==> src/include/alu_consts.svh <==
// execute slice constants: widths, RV32I opcodes, funct fields and ALU control codes
`ifndef ALU_CONSTS_SVH
`define ALU_CONSTS_SVH

// datapath and register file sizing
`define XLEN 32
`define NREGS 32
`define REG_AW 5
`define ALU_CW 4

// major opcodes handled by this slice
`define OPC_OP 7'b0110011
`define OPC_OP_IMM 7'b0010011
`define OPC_LUI 7'b0110111

// funct3 encodings shared by OP and OP-IMM
`define F3_ADD_SUB 3'b000
`define F3_SLL 3'b001
`define F3_SLT 3'b010
`define F3_SLTU 3'b011
`define F3_XOR 3'b100
`define F3_SRL_SRA 3'b101
`define F3_OR 3'b110
`define F3_AND 3'b111

// funct7, base form and the sub/sra alternate
`define F7_BASE 7'b0000000
`define F7_ALT 7'b0100000

// alu control codes
`define ALU_ADD 4'b0000
`define ALU_SUB 4'b0001
`define ALU_SLL 4'b0010
`define ALU_SLT 4'b0011
`define ALU_SLTU 4'b0100
`define ALU_XOR 4'b0101
`define ALU_SRL 4'b0110
`define ALU_SRA 4'b0111
`define ALU_OR 4'b1000
`define ALU_AND 4'b1001
// pass src2 through, used by lui
`define ALU_PASS 4'b1010
`define ALU_SRLI 4'b1011
`define ALU_SLLI 4'b1100
`define ALU_SRAI 4'b1101

`endif

==> src/verilog/exec_pkg.sv <==
// execute-stage types passed between decode, register file and ALU
`include "alu_consts.svh"

package exec_pkg;

	// decoded operation, operands already resolved
	typedef struct packed {
		logic valid;
		logic [`ALU_CW-1:0] alu_ctrl;
		logic [`REG_AW-1:0] rd;
		logic [`XLEN-1:0] a;
		logic [`XLEN-1:0] b;
	} issue_t;

	// write-back port, also the forwarding source for decode
	typedef struct packed {
		logic we;
		logic [`REG_AW-1:0] rd;
		logic [`XLEN-1:0] data;
	} wb_t;

	// registered result at the top level
	typedef struct packed {
		logic valid;
		logic [`REG_AW-1:0] rd;
		logic [`XLEN-1:0] value;
		// high when value is all zeros
		logic zero;
	} result_t;

endpackage

==> src/verilog/instr_pkg.sv <==
// instruction format types for the RV32I execute slice, R and I views of one word
`include "alu_consts.svh"

package instr_pkg;

	// register-register layout
	typedef struct packed {
		logic [6:0] funct7;
		logic [`REG_AW-1:0] rs2;
		logic [`REG_AW-1:0] rs1;
		logic [2:0] funct3;
		logic [`REG_AW-1:0] rd;
		logic [6:0] opcode;
	} r_type_t;

	// register-immediate layout
	// imm[4:0] doubles as shamt, imm[11:5] as the shift funct7
	typedef struct packed {
		logic [11:0] imm;
		logic [`REG_AW-1:0] rs1;
		logic [2:0] funct3;
		logic [`REG_AW-1:0] rd;
		logic [6:0] opcode;
	} i_type_t;

	// one fetched word, decoded either way
	// opcode, rd, rs1 and funct3 sit at the same bits in both views
	typedef union packed {
		logic [`XLEN-1:0] raw;
		r_type_t r;
		i_type_t i;
	} instr_u;

endpackage

==> src/verilog/alu_exec.sv <==
// alu stage: computes the operation, drives write-back and registers the result with zero flag
`timescale 1ns/1ps
`include "alu_consts.svh"

module alu_exec (
	input logic clk,
	input logic rst_n,
	input exec_pkg::issue_t issue,
	output exec_pkg::wb_t wb,
	output exec_pkg::result_t result
);

	logic [`XLEN-1:0] a;
	logic [`XLEN-1:0] b;
	logic [4:0] shamt;
	logic [`XLEN:0] diff;
	logic lt_u;
	logic lt_s;
	logic ovf;
	logic [`XLEN-1:0] value;

	assign a = issue.a;
	assign b = issue.b;
	// every shift uses only the low five bits
	assign shamt = b[4:0];

	// a - b as a + ~b + 1, carry out set means no borrow
	assign diff = {1'b0, a} + {1'b0, ~b} + {{`XLEN{1'b0}}, 1'b1};
	assign lt_u = ~diff[`XLEN];
	// signed overflow when operand signs differ and the difference flips sign
	assign ovf = (a[`XLEN-1] ^ b[`XLEN-1]) & (diff[`XLEN-1] ^ a[`XLEN-1]);
	assign lt_s = diff[`XLEN-1] ^ ovf;

	always_comb begin
		case (issue.alu_ctrl)
			`ALU_ADD: value = a + b;
			`ALU_SUB: value = diff[`XLEN-1:0];
			`ALU_SLL: value = a << shamt;
			`ALU_SLT: value = {{(`XLEN-1){1'b0}}, lt_s};
			`ALU_SLTU: value = {{(`XLEN-1){1'b0}}, lt_u};
			`ALU_XOR: value = a ^ b;
			`ALU_SRL: value = a >> shamt;
			`ALU_SRA: value = $signed(a) >>> shamt;
			`ALU_OR: value = a | b;
			`ALU_AND: value = a & b;
			`ALU_PASS: value = b;
			`ALU_SRLI: value = a >> shamt;
			`ALU_SLLI: value = a << shamt;
			`ALU_SRAI: value = $signed(a) >>> shamt;
			default: value = '0;
		endcase
	end

	// write-back straight from the issue register, committed at the next edge
	assign wb.we = issue.valid;
	assign wb.rd = issue.rd;
	assign wb.data = value;

	always_ff @(posedge clk) begin
		if (!rst_n) begin
			result.valid <= 1'b0;
		end else begin
			result.valid <= issue.valid;
		end
	end

	// result payload, same edge as the regfile write
	always_ff @(posedge clk) begin
		if (issue.valid) begin
			result.rd <= issue.rd;
			result.value <= value;
			result.zero <= (value == '0);
		end
	end

endmodule

==> src/verilog/exec_core.sv <==
// execute slice top: decoder, register file and alu in a two-stage pipeline
`timescale 1ns/1ps
`include "alu_consts.svh"

module exec_core (
	input logic clk,
	input logic rst_n,
	input logic in_valid,
	input logic [`XLEN-1:0] instr,
	output exec_pkg::result_t result,
	output logic illegal
);

	logic [`REG_AW-1:0] rs1_addr;
	logic [`REG_AW-1:0] rs2_addr;
	logic [`XLEN-1:0] rs1_data;
	logic [`XLEN-1:0] rs2_data;
	exec_pkg::issue_t issue;
	// write-back fans out to the regfile and the decode bypass
	exec_pkg::wb_t wb;

	// stage 1, decode and operand read
	inst_decode u_decode (
		.clk(clk),
		.rst_n(rst_n),
		.in_valid(in_valid),
		.instr(instr_pkg::instr_u'(instr)),
		.rs1_data(rs1_data),
		.rs2_data(rs2_data),
		.wb(wb),
		.rs1_addr(rs1_addr),
		.rs2_addr(rs2_addr),
		.issue(issue),
		.illegal(illegal)
	);

	reg_file u_regs (
		.clk(clk),
		.rst_n(rst_n),
		.rs1_addr(rs1_addr),
		.rs2_addr(rs2_addr),
		.wb(wb),
		.rs1_data(rs1_data),
		.rs2_data(rs2_data)
	);

	// stage 2, execute and write back
	alu_exec u_alu (
		.clk(clk),
		.rst_n(rst_n),
		.issue(issue),
		.wb(wb),
		.result(result)
	);

endmodule

==> src/verilog/inst_decode.sv <==
// instruction decoder: selects alu control, resolves operands with forwarding, registers issue
`timescale 1ns/1ps
`include "alu_consts.svh"

module inst_decode (
	input logic clk,
	input logic rst_n,
	input logic in_valid,
	input instr_pkg::instr_u instr,
	input logic [`XLEN-1:0] rs1_data,
	input logic [`XLEN-1:0] rs2_data,
	input exec_pkg::wb_t wb,
	output logic [`REG_AW-1:0] rs1_addr,
	output logic [`REG_AW-1:0] rs2_addr,
	output exec_pkg::issue_t issue,
	output logic illegal
);

	logic [6:0] opcode;
	logic [2:0] funct3;
	logic [6:0] funct7;
	logic [`XLEN-1:0] imm_sext;
	logic [`XLEN-1:0] src1;
	logic [`XLEN-1:0] src2;
	logic [`ALU_CW-1:0] ctrl;
	logic [`XLEN-1:0] op_a;
	logic [`XLEN-1:0] op_b;
	logic legal;

	// field extraction, funct7 via R view and the immediate via I view
	assign opcode = instr.i.opcode;
	assign funct3 = instr.r.funct3;
	assign funct7 = instr.r.funct7;
	assign imm_sext = {{(`XLEN-12){instr.i.imm[11]}}, instr.i.imm};
	assign rs1_addr = instr.r.rs1;
	assign rs2_addr = instr.r.rs2;

	// bypass the result sitting in the alu stage
	// x0 never forwards, the regfile already reads it as zero
	assign src1 = (wb.we && wb.rd == rs1_addr && wb.rd != '0) ? wb.data : rs1_data;
	assign src2 = (wb.we && wb.rd == rs2_addr && wb.rd != '0) ? wb.data : rs2_data;

	always_comb begin
		ctrl = `ALU_ADD;
		op_a = src1;
		op_b = src2;
		legal = 1'b1;
		case (opcode)
			`OPC_OP: begin
				case (funct3)
					`F3_ADD_SUB: ctrl = (funct7 == `F7_ALT) ? `ALU_SUB : `ALU_ADD;
					`F3_SLL: ctrl = `ALU_SLL;
					`F3_SLT: ctrl = `ALU_SLT;
					`F3_SLTU: ctrl = `ALU_SLTU;
					`F3_XOR: ctrl = `ALU_XOR;
					`F3_SRL_SRA: ctrl = (funct7 == `F7_ALT) ? `ALU_SRA : `ALU_SRL;
					`F3_OR: ctrl = `ALU_OR;
					default: ctrl = `ALU_AND;
				endcase
				// only add/sub and srl/sra have an alternate form
				if (funct7 != `F7_BASE) begin
					legal = (funct7 == `F7_ALT) &&
						(funct3 == `F3_ADD_SUB || funct3 == `F3_SRL_SRA);
				end
			end
			`OPC_OP_IMM: begin
				op_b = imm_sext;
				case (funct3)
					`F3_ADD_SUB: ctrl = `ALU_ADD;
					`F3_SLL: begin
						ctrl = `ALU_SLLI;
						legal = (funct7 == `F7_BASE);
					end
					`F3_SLT: ctrl = `ALU_SLT;
					`F3_SLTU: ctrl = `ALU_SLTU;
					`F3_XOR: ctrl = `ALU_XOR;
					`F3_SRL_SRA: begin
						ctrl = (funct7 == `F7_ALT) ? `ALU_SRAI : `ALU_SRLI;
						legal = (funct7 == `F7_BASE) || (funct7 == `F7_ALT);
					end
					`F3_OR: ctrl = `ALU_OR;
					default: ctrl = `ALU_AND;
				endcase
			end
			`OPC_LUI: begin
				// upper immediate straight through the alu
				ctrl = `ALU_PASS;
				op_a = '0;
				op_b = {instr.raw[31:12], 12'b0};
			end
			default: legal = 1'b0;
		endcase
	end

	always_ff @(posedge clk) begin
		if (!rst_n) begin
			issue.valid <= 1'b0;
			illegal <= 1'b0;
		end else begin
			issue.valid <= in_valid && legal;
			// one-cycle pulse, nothing is issued for it
			illegal <= in_valid && !legal;
		end
	end

	// payload, loaded on every accepted word
	always_ff @(posedge clk) begin
		if (in_valid) begin
			issue.alu_ctrl <= ctrl;
			issue.rd <= instr.i.rd;
			issue.a <= op_a;
			issue.b <= op_b;
		end
	end

endmodule

==> src/verilog/reg_file.sv <==
// architectural register file: x0 reads zero, two async reads, one clocked write
`timescale 1ns/1ps
`include "alu_consts.svh"

module reg_file (
	input logic clk,
	input logic rst_n,
	input logic [`REG_AW-1:0] rs1_addr,
	input logic [`REG_AW-1:0] rs2_addr,
	input exec_pkg::wb_t wb,
	output logic [`XLEN-1:0] rs1_data,
	output logic [`XLEN-1:0] rs2_data
);

	// x1..x31 only, x0 has no storage
	logic [`XLEN-1:0] regs [1:`NREGS-1];

	always_ff @(posedge clk) begin
		if (!rst_n) begin
			// all architectural state starts at zero
			for (int i = 1; i < `NREGS; i++) begin
				regs[i] <= '0;
			end
		end else if (wb.we && wb.rd != '0) begin
			// writes aimed at x0 are dropped here
			regs[wb.rd] <= wb.data;
		end
	end

	// combinational reads
	// a same-cycle write is not visible, decode forwards it instead
	always_comb begin
		rs1_data = '0;
		rs2_data = '0;
		if (rs1_addr != '0) begin
			rs1_data = regs[rs1_addr];
		end
		if (rs2_addr != '0) begin
			rs2_data = regs[rs2_addr];
		end
	end

endmodule
==> config.mk <==
export PLATFORM = sky130hd
export DESIGN_NAME = exec_core
export DESIGN_NICKNAME = d
export VERILOG_FILES = /design/src/verilog/exec_pkg.sv /design/src/verilog/instr_pkg.sv /design/src/verilog/alu_exec.sv /design/src/verilog/exec_core.sv /design/src/verilog/inst_decode.sv /design/src/verilog/reg_file.sv
export VERILOG_INCLUDE_DIRS = /design/src /design/src/include
export SDC_FILE = /design/constraint.sdc
export NUM_CORES = 2
export LEC_CHECK = 0
export BUFFER_PORTS_ARGS = -buffer_cell sky130_fd_sc_hd__buf_2
export CORE_MARGIN = 4
export CORE_UTILIZATION = 50
export CTS_CLUSTER_DIAMETER = 30
export DETAILED_ROUTE_END_ITERATION = 10
export GPL_ROUTABILITY_DRIVEN = 0
export PLACE_DENSITY = 0.65
export SETUP_SLACK_MARGIN = 0.02
export SYNTH_ARGS = -nofsm -noshare
export SYNTH_HDL_FRONTEND = slang
export SYNTH_SLANG_ARGS = --single-unit
==> constraint.sdc <==
create_clock -name clk -period 9.04 [get_ports clk]
set_input_delay 2.712 -clock clk [delete_from_list [all_inputs] [get_ports clk]]
set_output_delay 2.712 -clock clk [all_outputs]
set_load 0.05 [all_outputs]
=== After elaboration in Yosys (flattened, before gate mapping) ===
Memories as Yosys holds them, arrays and structs flattened.
Index checks and enable logic that the tools add are counted.

* Add/subtract/negate cells: 3
* Equal/unequal tests: 25
* Shift operators: 3
* Multiplexer cells: 22
* Bitwise operators: 9
* Reductions and logical operators: 23

{| class="wikitable"
|+ Operators with widths
! operator !! number
|-
| case mux 32 bit (11 select lines) || 1
|-
| two-way mux 32 bit || 5
|-
| case mux 32 bit (2 select lines) || 1
|-
| case mux 4 bit (7 select lines) || 2
|-
| adder 32 x 32 -> 33 bit || 1
|-
| adder 33 x 1 -> 33 bit (second input constant) || 1
|-
| adder 32 bit || 1
|-
| bitwise AND 32 bit || 1
|-
| logical NOT 32 bit || 1
|-
| inverter 32 bit || 1
|-
| OR 32 bit || 1
|-
| OR reduction 32 bit || 1
|-
| << shifter 32 x 5 -> 32 bit || 1
|-
| right shift 32 x 5 -> 32 bit || 1
|-
| >>> shifter 32 x 5 -> 32 bit || 1
|-
| XOR 32 bit || 1
|-
| equality test 4 bit (second input constant) || 6
|-
| equality test 7 x 6 -> 1 bit (second input constant) || 3
|-
| equality test 4 x 3 -> 1 bit (second input constant) || 4
|-
| nonzero test 5 bit || 3
|-
| case mux 4 bit (3 select lines) || 1
|-
| equality test 5 bit || 2
|-
| equality test 3 bit (second input constant) || 3
|-
| equality test 4 x 2 -> 1 bit (second input constant) || 2
|-
| 20 further kinds || 40
|}

* Register bits after elaboration: 114
* Bits in writable memories: 992
* Bits of input ports: 35
* Logic and storage cells: 96
* Memories kept: 1

{| class="wikitable"
|+ Memory list
! name !! depth !! width !! rd ports !! clocked after Yosys merged registers in !! wr ports !! RTL line !! text
|-
| u_regs.regs || 31 || 32 || 2 || 0 || 31 || reg_file.sv:16 || <nowiki>logic [`XLEN-1:0] regs [1:`NREGS-1];</nowiki>
|}

=== Depth between registers and ports, before layout ===
* Depth after elaboration: 9
* Depth in mapped cells: 25
* Mapped depth without buffers: 21

=== Hierarchy ===
A second synthesis with hierarchy kept.

* Cells, all modules: 5457
* Area total of the unflattened synthesis: 69944.6 sq um

{| class="wikitable"
|+ By module, submodules not included
! module !! instances !! cells each !! area each (sq um) !! seq. area each (sq um)
|-
| reg_file || 1 || 3507 || 54217.0 || 30749.5
|-
| alu_exec || 1 || 1540 || 11349.6 || 1161.1
|-
| inst_decode || 1 || 410 || 4377.9 || 2232.1
|}

=== Worst setup path after synthesis ===
OpenSTA, ideal clock, no wires.

* Path type: register to register
* Start: register, netlist name u_decode.issue[1]
* End: register, netlist name u_alu.result[0]
* Arrival: 6368 ps
* Path slack: 2502 ps
* Cell stages (with the launch flop): 25
* Buffers on the path: 3
* Path through: edfxtp_1 -> buf_2 -> inv_2 -> buf_1 -> clkbuf_1 -> ha_1 -> or2_1 -> a2111o_1 -> a2111oi_2 -> o2111ai_1 -> a21o_1 -> o221ai_1 -> a21oi_1 -> o21bai_1 -> a221oi_1 -> fa_1 -> o2111ai_1 -> a211o_1 -> nor4_1 -> o311ai_1 -> a311oi_2 -> inv_1 -> nor4b_1 -> nand4_1 -> nor4_2

{| class="wikitable"
|+ RTL lines
! element !! RTL line !! text
|-
| inverter 32 bit || alu_exec.sv:28 || <nowiki>assign diff = {1'b0, a} + {1'b0, ~b} + {{`XLEN{1'b0}}, 1'b1};</nowiki>
|-
| adder 32 x 32 -> 33 bit || alu_exec.sv:28 ||
|-
| adder 33 x 1 -> 33 bit || alu_exec.sv:28 ||
|-
| case mux 32 bit (11 select lines) (*) || alu_exec.sv:35 || <nowiki>case (issue.alu_ctrl)</nowiki>
|-
| net u_alu.value[31] || alu_exec.sv:20 || <nowiki>logic [`XLEN-1:0] value;</nowiki>
|-
| logical NOT 32 bit (*) || alu_exec.sv:72 || <nowiki>result.zero <= (value == '0);</nowiki>
|}

The timed path passes the listed nets; every way through them passes the cells marked *.
A chain may end at the register's enable or synchronous reset.

=== Worst setup path in the final report ===
* Start: register, netlist name u_decode.issue[1]
* End: register, netlist name u_alu.result[0]

{| class="wikitable"
|+ RTL lines
! element !! RTL line
|-
| inverter 32 bit || alu_exec.sv:28
|-
| adder 32 x 32 -> 33 bit || alu_exec.sv:28
|-
| adder 33 x 1 -> 33 bit || alu_exec.sv:28
|-
| case mux 32 bit (11 select lines) (*) || alu_exec.sv:35
|-
| net u_alu.value[31] || alu_exec.sv:20
|-
| logical NOT 32 bit (*) || alu_exec.sv:72
|}

Marked as above.

==> out/results.txt <==
Counting flops with a built-in enable in the synthesized netlist gives 1,135. The chip height came out at 374.2 µm. For the sequential fraction of design power, the log shows 0.343. At the later pin of the worst-skew pair, clock insertion delay measures 0.84 ns. The total overflow left after global routing is 0.

After detailed routing, the number of vias per cell comes to 7.245. The first global-routing pass estimated 352.0 mm of wire. After the first detailed-routing iteration, the DRC count stood at 8,456. The first-pass iteration count of the detailed router came out at 9.

The overall track demand over capacity in global routing was 0.3482. The critical path goes through buf_4 -> inv_2 -> buf_4 -> ha_1 -> nor2_1 -> a2111o_1 -> a2111oi_2 -> o2111ai_1 -> a21o_1 -> o221ai_1 -> a21oi_1 -> o21bai_1 -> a221oi_1 -> fa_1 -> o2111ai_1 -> a211o_1 -> nor4_1 -> o311ai_1 -> a311oi_4 -> buf_4 -> inv_1 -> nor4b_1 -> nand4_1 -> nor4_2. Flip-flop cell with the highest count after synthesis: sky130_fd_sc_hd__edfxtp_1. The synthesized design contains 1,138 register bits. The cell area after synthesis came out at 67,060 µm². During placement, the flow inserted port buffers numbering 74. The tools report the placeable core region as 133,300 µm².

In the routed design, unresolved DRC markers number 0. The tools report the upper clock frequency limit as 131.5 MHz. The logs give 10 for the number of antenna violations at the first check in global routing and 77,660 µm² for the cell area after layout. The measured slew at the worst slew-check pin works out to 1.356 ns. The floorplan has 134 rows. The tools report the worst slew slack as a fraction of its limit as 0.09533. Final hold analysis gives a worst-case slack of 0.8784 ns. The number of hold-slack violations in the final timing report was 0.

The library cell with the highest instance count after synthesis is sky130_fd_sc_hd__nor2_1. The tools report the number of standard cells in the layout, taps in and fillers out as 7,016. After legalization and detailed placement, the total HPWL measured 147.6 mm.

The final-stage net count was 5,191; the worst endpoint data arrival time was 8.20 ns. The utilization of the core after routing was 0.5827. The number of sinks driven by the clock tree was 1,138; the final critical delay including setup and external delays was 7.607 ns. Entering global routing, the biggest net connects 85 pins.

The critical path launch point type was a register. Total power for the finished layout comes to 18.21 mW. The run gives 97 as the count of unique library cells instantiated by Yosys.

Post-route fraction of the period consumed by the critical path: 0.8415. The tools report the leakage dissipation as 28.27 nW. The internal portion of total power came out at 12.99 mW.

The proportion of synthesized flip-flops having asynchronous set or reset is 0, and the total routed wirelength is 248.2 mm. The switching part of the total power was 0.2869. The proportion of power drawn by the clock network was 0.484; the maximum clock insertion buffer count was 3. The pre-CTS setup slack came out at 1.844 ns.

The total stage count of the critical path works out to 24. The run finished with clean final reports. The share of the synthesized area in the top cell type is 0.5082.

After clock tree synthesis, the clock-pin slew on the worst setup and hold paths is 0.05 ns. The logs give 140,000 µm² for the floorplan die area and 0 for the max-slew violation count. The final route contains 50,830 vias. The post-layout worst setup margin is 1.433 ns, and the total instance count after detailed placement is 6,586. Summing all placed instances gives a cell area of 69,500 µm². Maximum fanout along the worst path: 46.

The post-CTS setup repair buffer count is 0, and the number of hold-repair buffers added at the cts stage is 0. By count the netlist is led by sky130_fd_sc_hd__nor2_1, sky130_fd_sc_hd__edfxtp_1, sky130_fd_sc_hd__mux4_2. The buffer type at the clock tree root is sky130_fd_sc_hd__clkbuf_16. The average detailed-routed wire length per instance is 35.37 µm. The cell family contributing the most delay on the critical path is compound AO/OA/AOI/OAI gates. Across the run, the number of max-cap violations was 0. In this run the worst hold path is classified as register to register.

For this design the ratio of total power to cell area is 234.5 nW/µm². For the switching power total, the log shows 5.224 mW. Across the VDD grid, the largest voltage drop is 0.0002099 V. The maximum cell stage delay along the critical path was 0.64 ns. The count of nets left with antenna violations once routing finished came out at 0. Buffers inserted during clock tree synthesis total 225. TritonCTS built the clock tree. Nature of the critical path endpoint: a register.

The starting density of the core was 0.5031. The run gives 49,518 as the via count of the first global-routing pass. In the post-synthesis netlist, the biggest area contributors are sky130_fd_sc_hd__edfxtp_1, sky130_fd_sc_hd__mux4_2, sky130_fd_sc_hd__nor2_1, sky130_fd_sc_hd__clkbuf_1, sky130_fd_sc_hd__mux2i_1. At the worst endpoint, the required time is 9.63 ns. Pin placement for this block handled 75 I/O pins. By startpoint and endpoint, the worst setup path is classified as register to register. Setup violations remaining at the end of the flow were counted as 0. Synthesis produced a netlist whose cell count is 5,083. The count of buffering cells on the critical path with inverters included works out to 5. In the final timing run, aggregate negative setup slack is 0 ns.

The register area share after synthesis came out at 0.5091. The number of cells upsized or downsized after cts came out at 0. The die width was 374.2 µm; the worst-case clock skew was 0.06533 ns. The Yosys step of the flow raised 0 warnings. The share of final-layout standard cells stronger than drive strength 1 works out to 0.2730.

Among all stages on the critical path, the largest delay is contributed by sky130_fd_sc_hd__a2111oi_2. In this design, the critical path's most frequently occurring cell is sky130_fd_sc_hd__buf_4. The tools report the part of the total power dissipated in combinational logic as 0.173. The worst hold path passes through 0 cells. Counting cells, the worst reg-to-reg path comes to 24. Setup repair after global routing left no endpoint under its margin. Maximum level of the CTS H-tree: 4. The area growth from synthesis to layout is 15.81%. Biggest area consumer among synthesized cells: sky130_fd_sc_hd__edfxtp_1. The average instance in the mapped netlist occupies 13.19 µm².
[per-layer routing]
| metal | routed length [µm] | GRT usage |
|---|---|---|
| met3 | 37490 | 0.1165 |
| met1 | 84300 | 0.4547 |
| met4 | 16370 | 0.1909 |
| met2 | 109900 | 0.5169 |
| met5 | 84 | 0 |
[logic make-up (layout without fill, tap and decap cells)]
family                     count (synthesis)  in the layout  synth area share
and+or+nand+nor                         1652           1652            0.1023
DFF                                     1138           1138            0.5091
muxes                                    863            863            0.2579
AOI/OAI and AO/OA                        650            650           0.06980
buffers and inverters                    649            780           0.03730
adders and majority gates                111            111           0.02105
xor gates and xnor gates                  19             19          0.002481
other                                      1             35        0.00005592
[layout by cell type, fill, tap and decap left out, types with 26 or more instances in the layout]
cell,Yosys,routed
sky130_fd_sc_hd__a21oi_1,124,122
sky130_fd_sc_hd__clkinv_2,0,31
sky130_fd_sc_hd__nor2_1,1180,1175
sky130_fd_sc_hd__mux2i_1,143,143
sky130_fd_sc_hd__ha_1,108,108
sky130_fd_sc_hd__nor2b_1,27,26
sky130_fd_sc_hd__mux4_2,688,688
sky130_fd_sc_hd__nor3_1,39,35
sky130_fd_sc_hd__nand3_1,42,40
sky130_fd_sc_hd__a211oi_1,33,29
sky130_fd_sc_hd__o22a_1,34,34
sky130_fd_sc_hd__clkbuf_16,0,226
sky130_fd_sc_hd__a21o_1,27,27
sky130_fd_sc_hd__a22oi_1,39,39
sky130_fd_sc_hd__conb_1,1,32
sky130_fd_sc_hd__bufinv_16,0,42
sky130_fd_sc_hd__inv_1,128,127
sky130_fd_sc_hd__o22ai_1,42,42
sky130_fd_sc_hd__nand2_1,211,149
sky130_fd_sc_hd__buf_4,6,140
sky130_fd_sc_hd__clkinv_1,0,28
sky130_fd_sc_hd__edfxtp_1,1135,1135
sky130_fd_sc_hd__o21ai_0,74,73
sky130_fd_sc_hd__nand2_2,0,50
sky130_fd_sc_hd__buf_2,26,65
[flip-flops by register name, indices dropped and copies added (netlist names)]
signal and flops:
u_decode.illegal 1, u_decode.issue 74, u_alu.result 39, u_regs.regs 1024
[layout make-up]
| type | count | area, µm² |
|---|---|---|
| Inverter | 133 | 501.7 |
| Tap cell | 1768 | 2212 |
| Antenna cell | 3 | 7.507 |
| Clock inverter | 175 | 2335 |
| Sequential cell | 1138 | 34150 |
| Fill cell | 10271 | 55630 |
| Clock buffer | 252 | 5823 |
| Multi-Input combinational cell | 3327 | 31000 |
| Timing Repair Buffer | 220 | 1639 |
[path summary, 6_finish.rpt]
| path | startpoint | to | slack [ns] |
|---|---|---|---|
| worst max-delay path | u_decode.issue[1] | u_alu.result[0] | 1.43 |
| worst min-delay path | u_decode.issue[65] | u_alu.result[34] | 0.88 |
| worst max register to register | u_decode.issue[1] | u_alu.result[0] | 1.43 |
| worst min register to register | u_decode.issue[65] | u_alu.result[34] | 0.88 |
[power groups by stage]
stage                     Clock, mW  Sequential, mW  Combinational [mW]
after floorplan                   0            6.25                2.03
after global placement            0            6.31                3.00
after detailed placement          0            6.33                3.01
after CTS                      8.83            6.24                3.03
after global routing           9.14            6.26                3.26
final                          8.81            6.25                3.15
No activity file was read; power rests on OpenSTA's default activity.
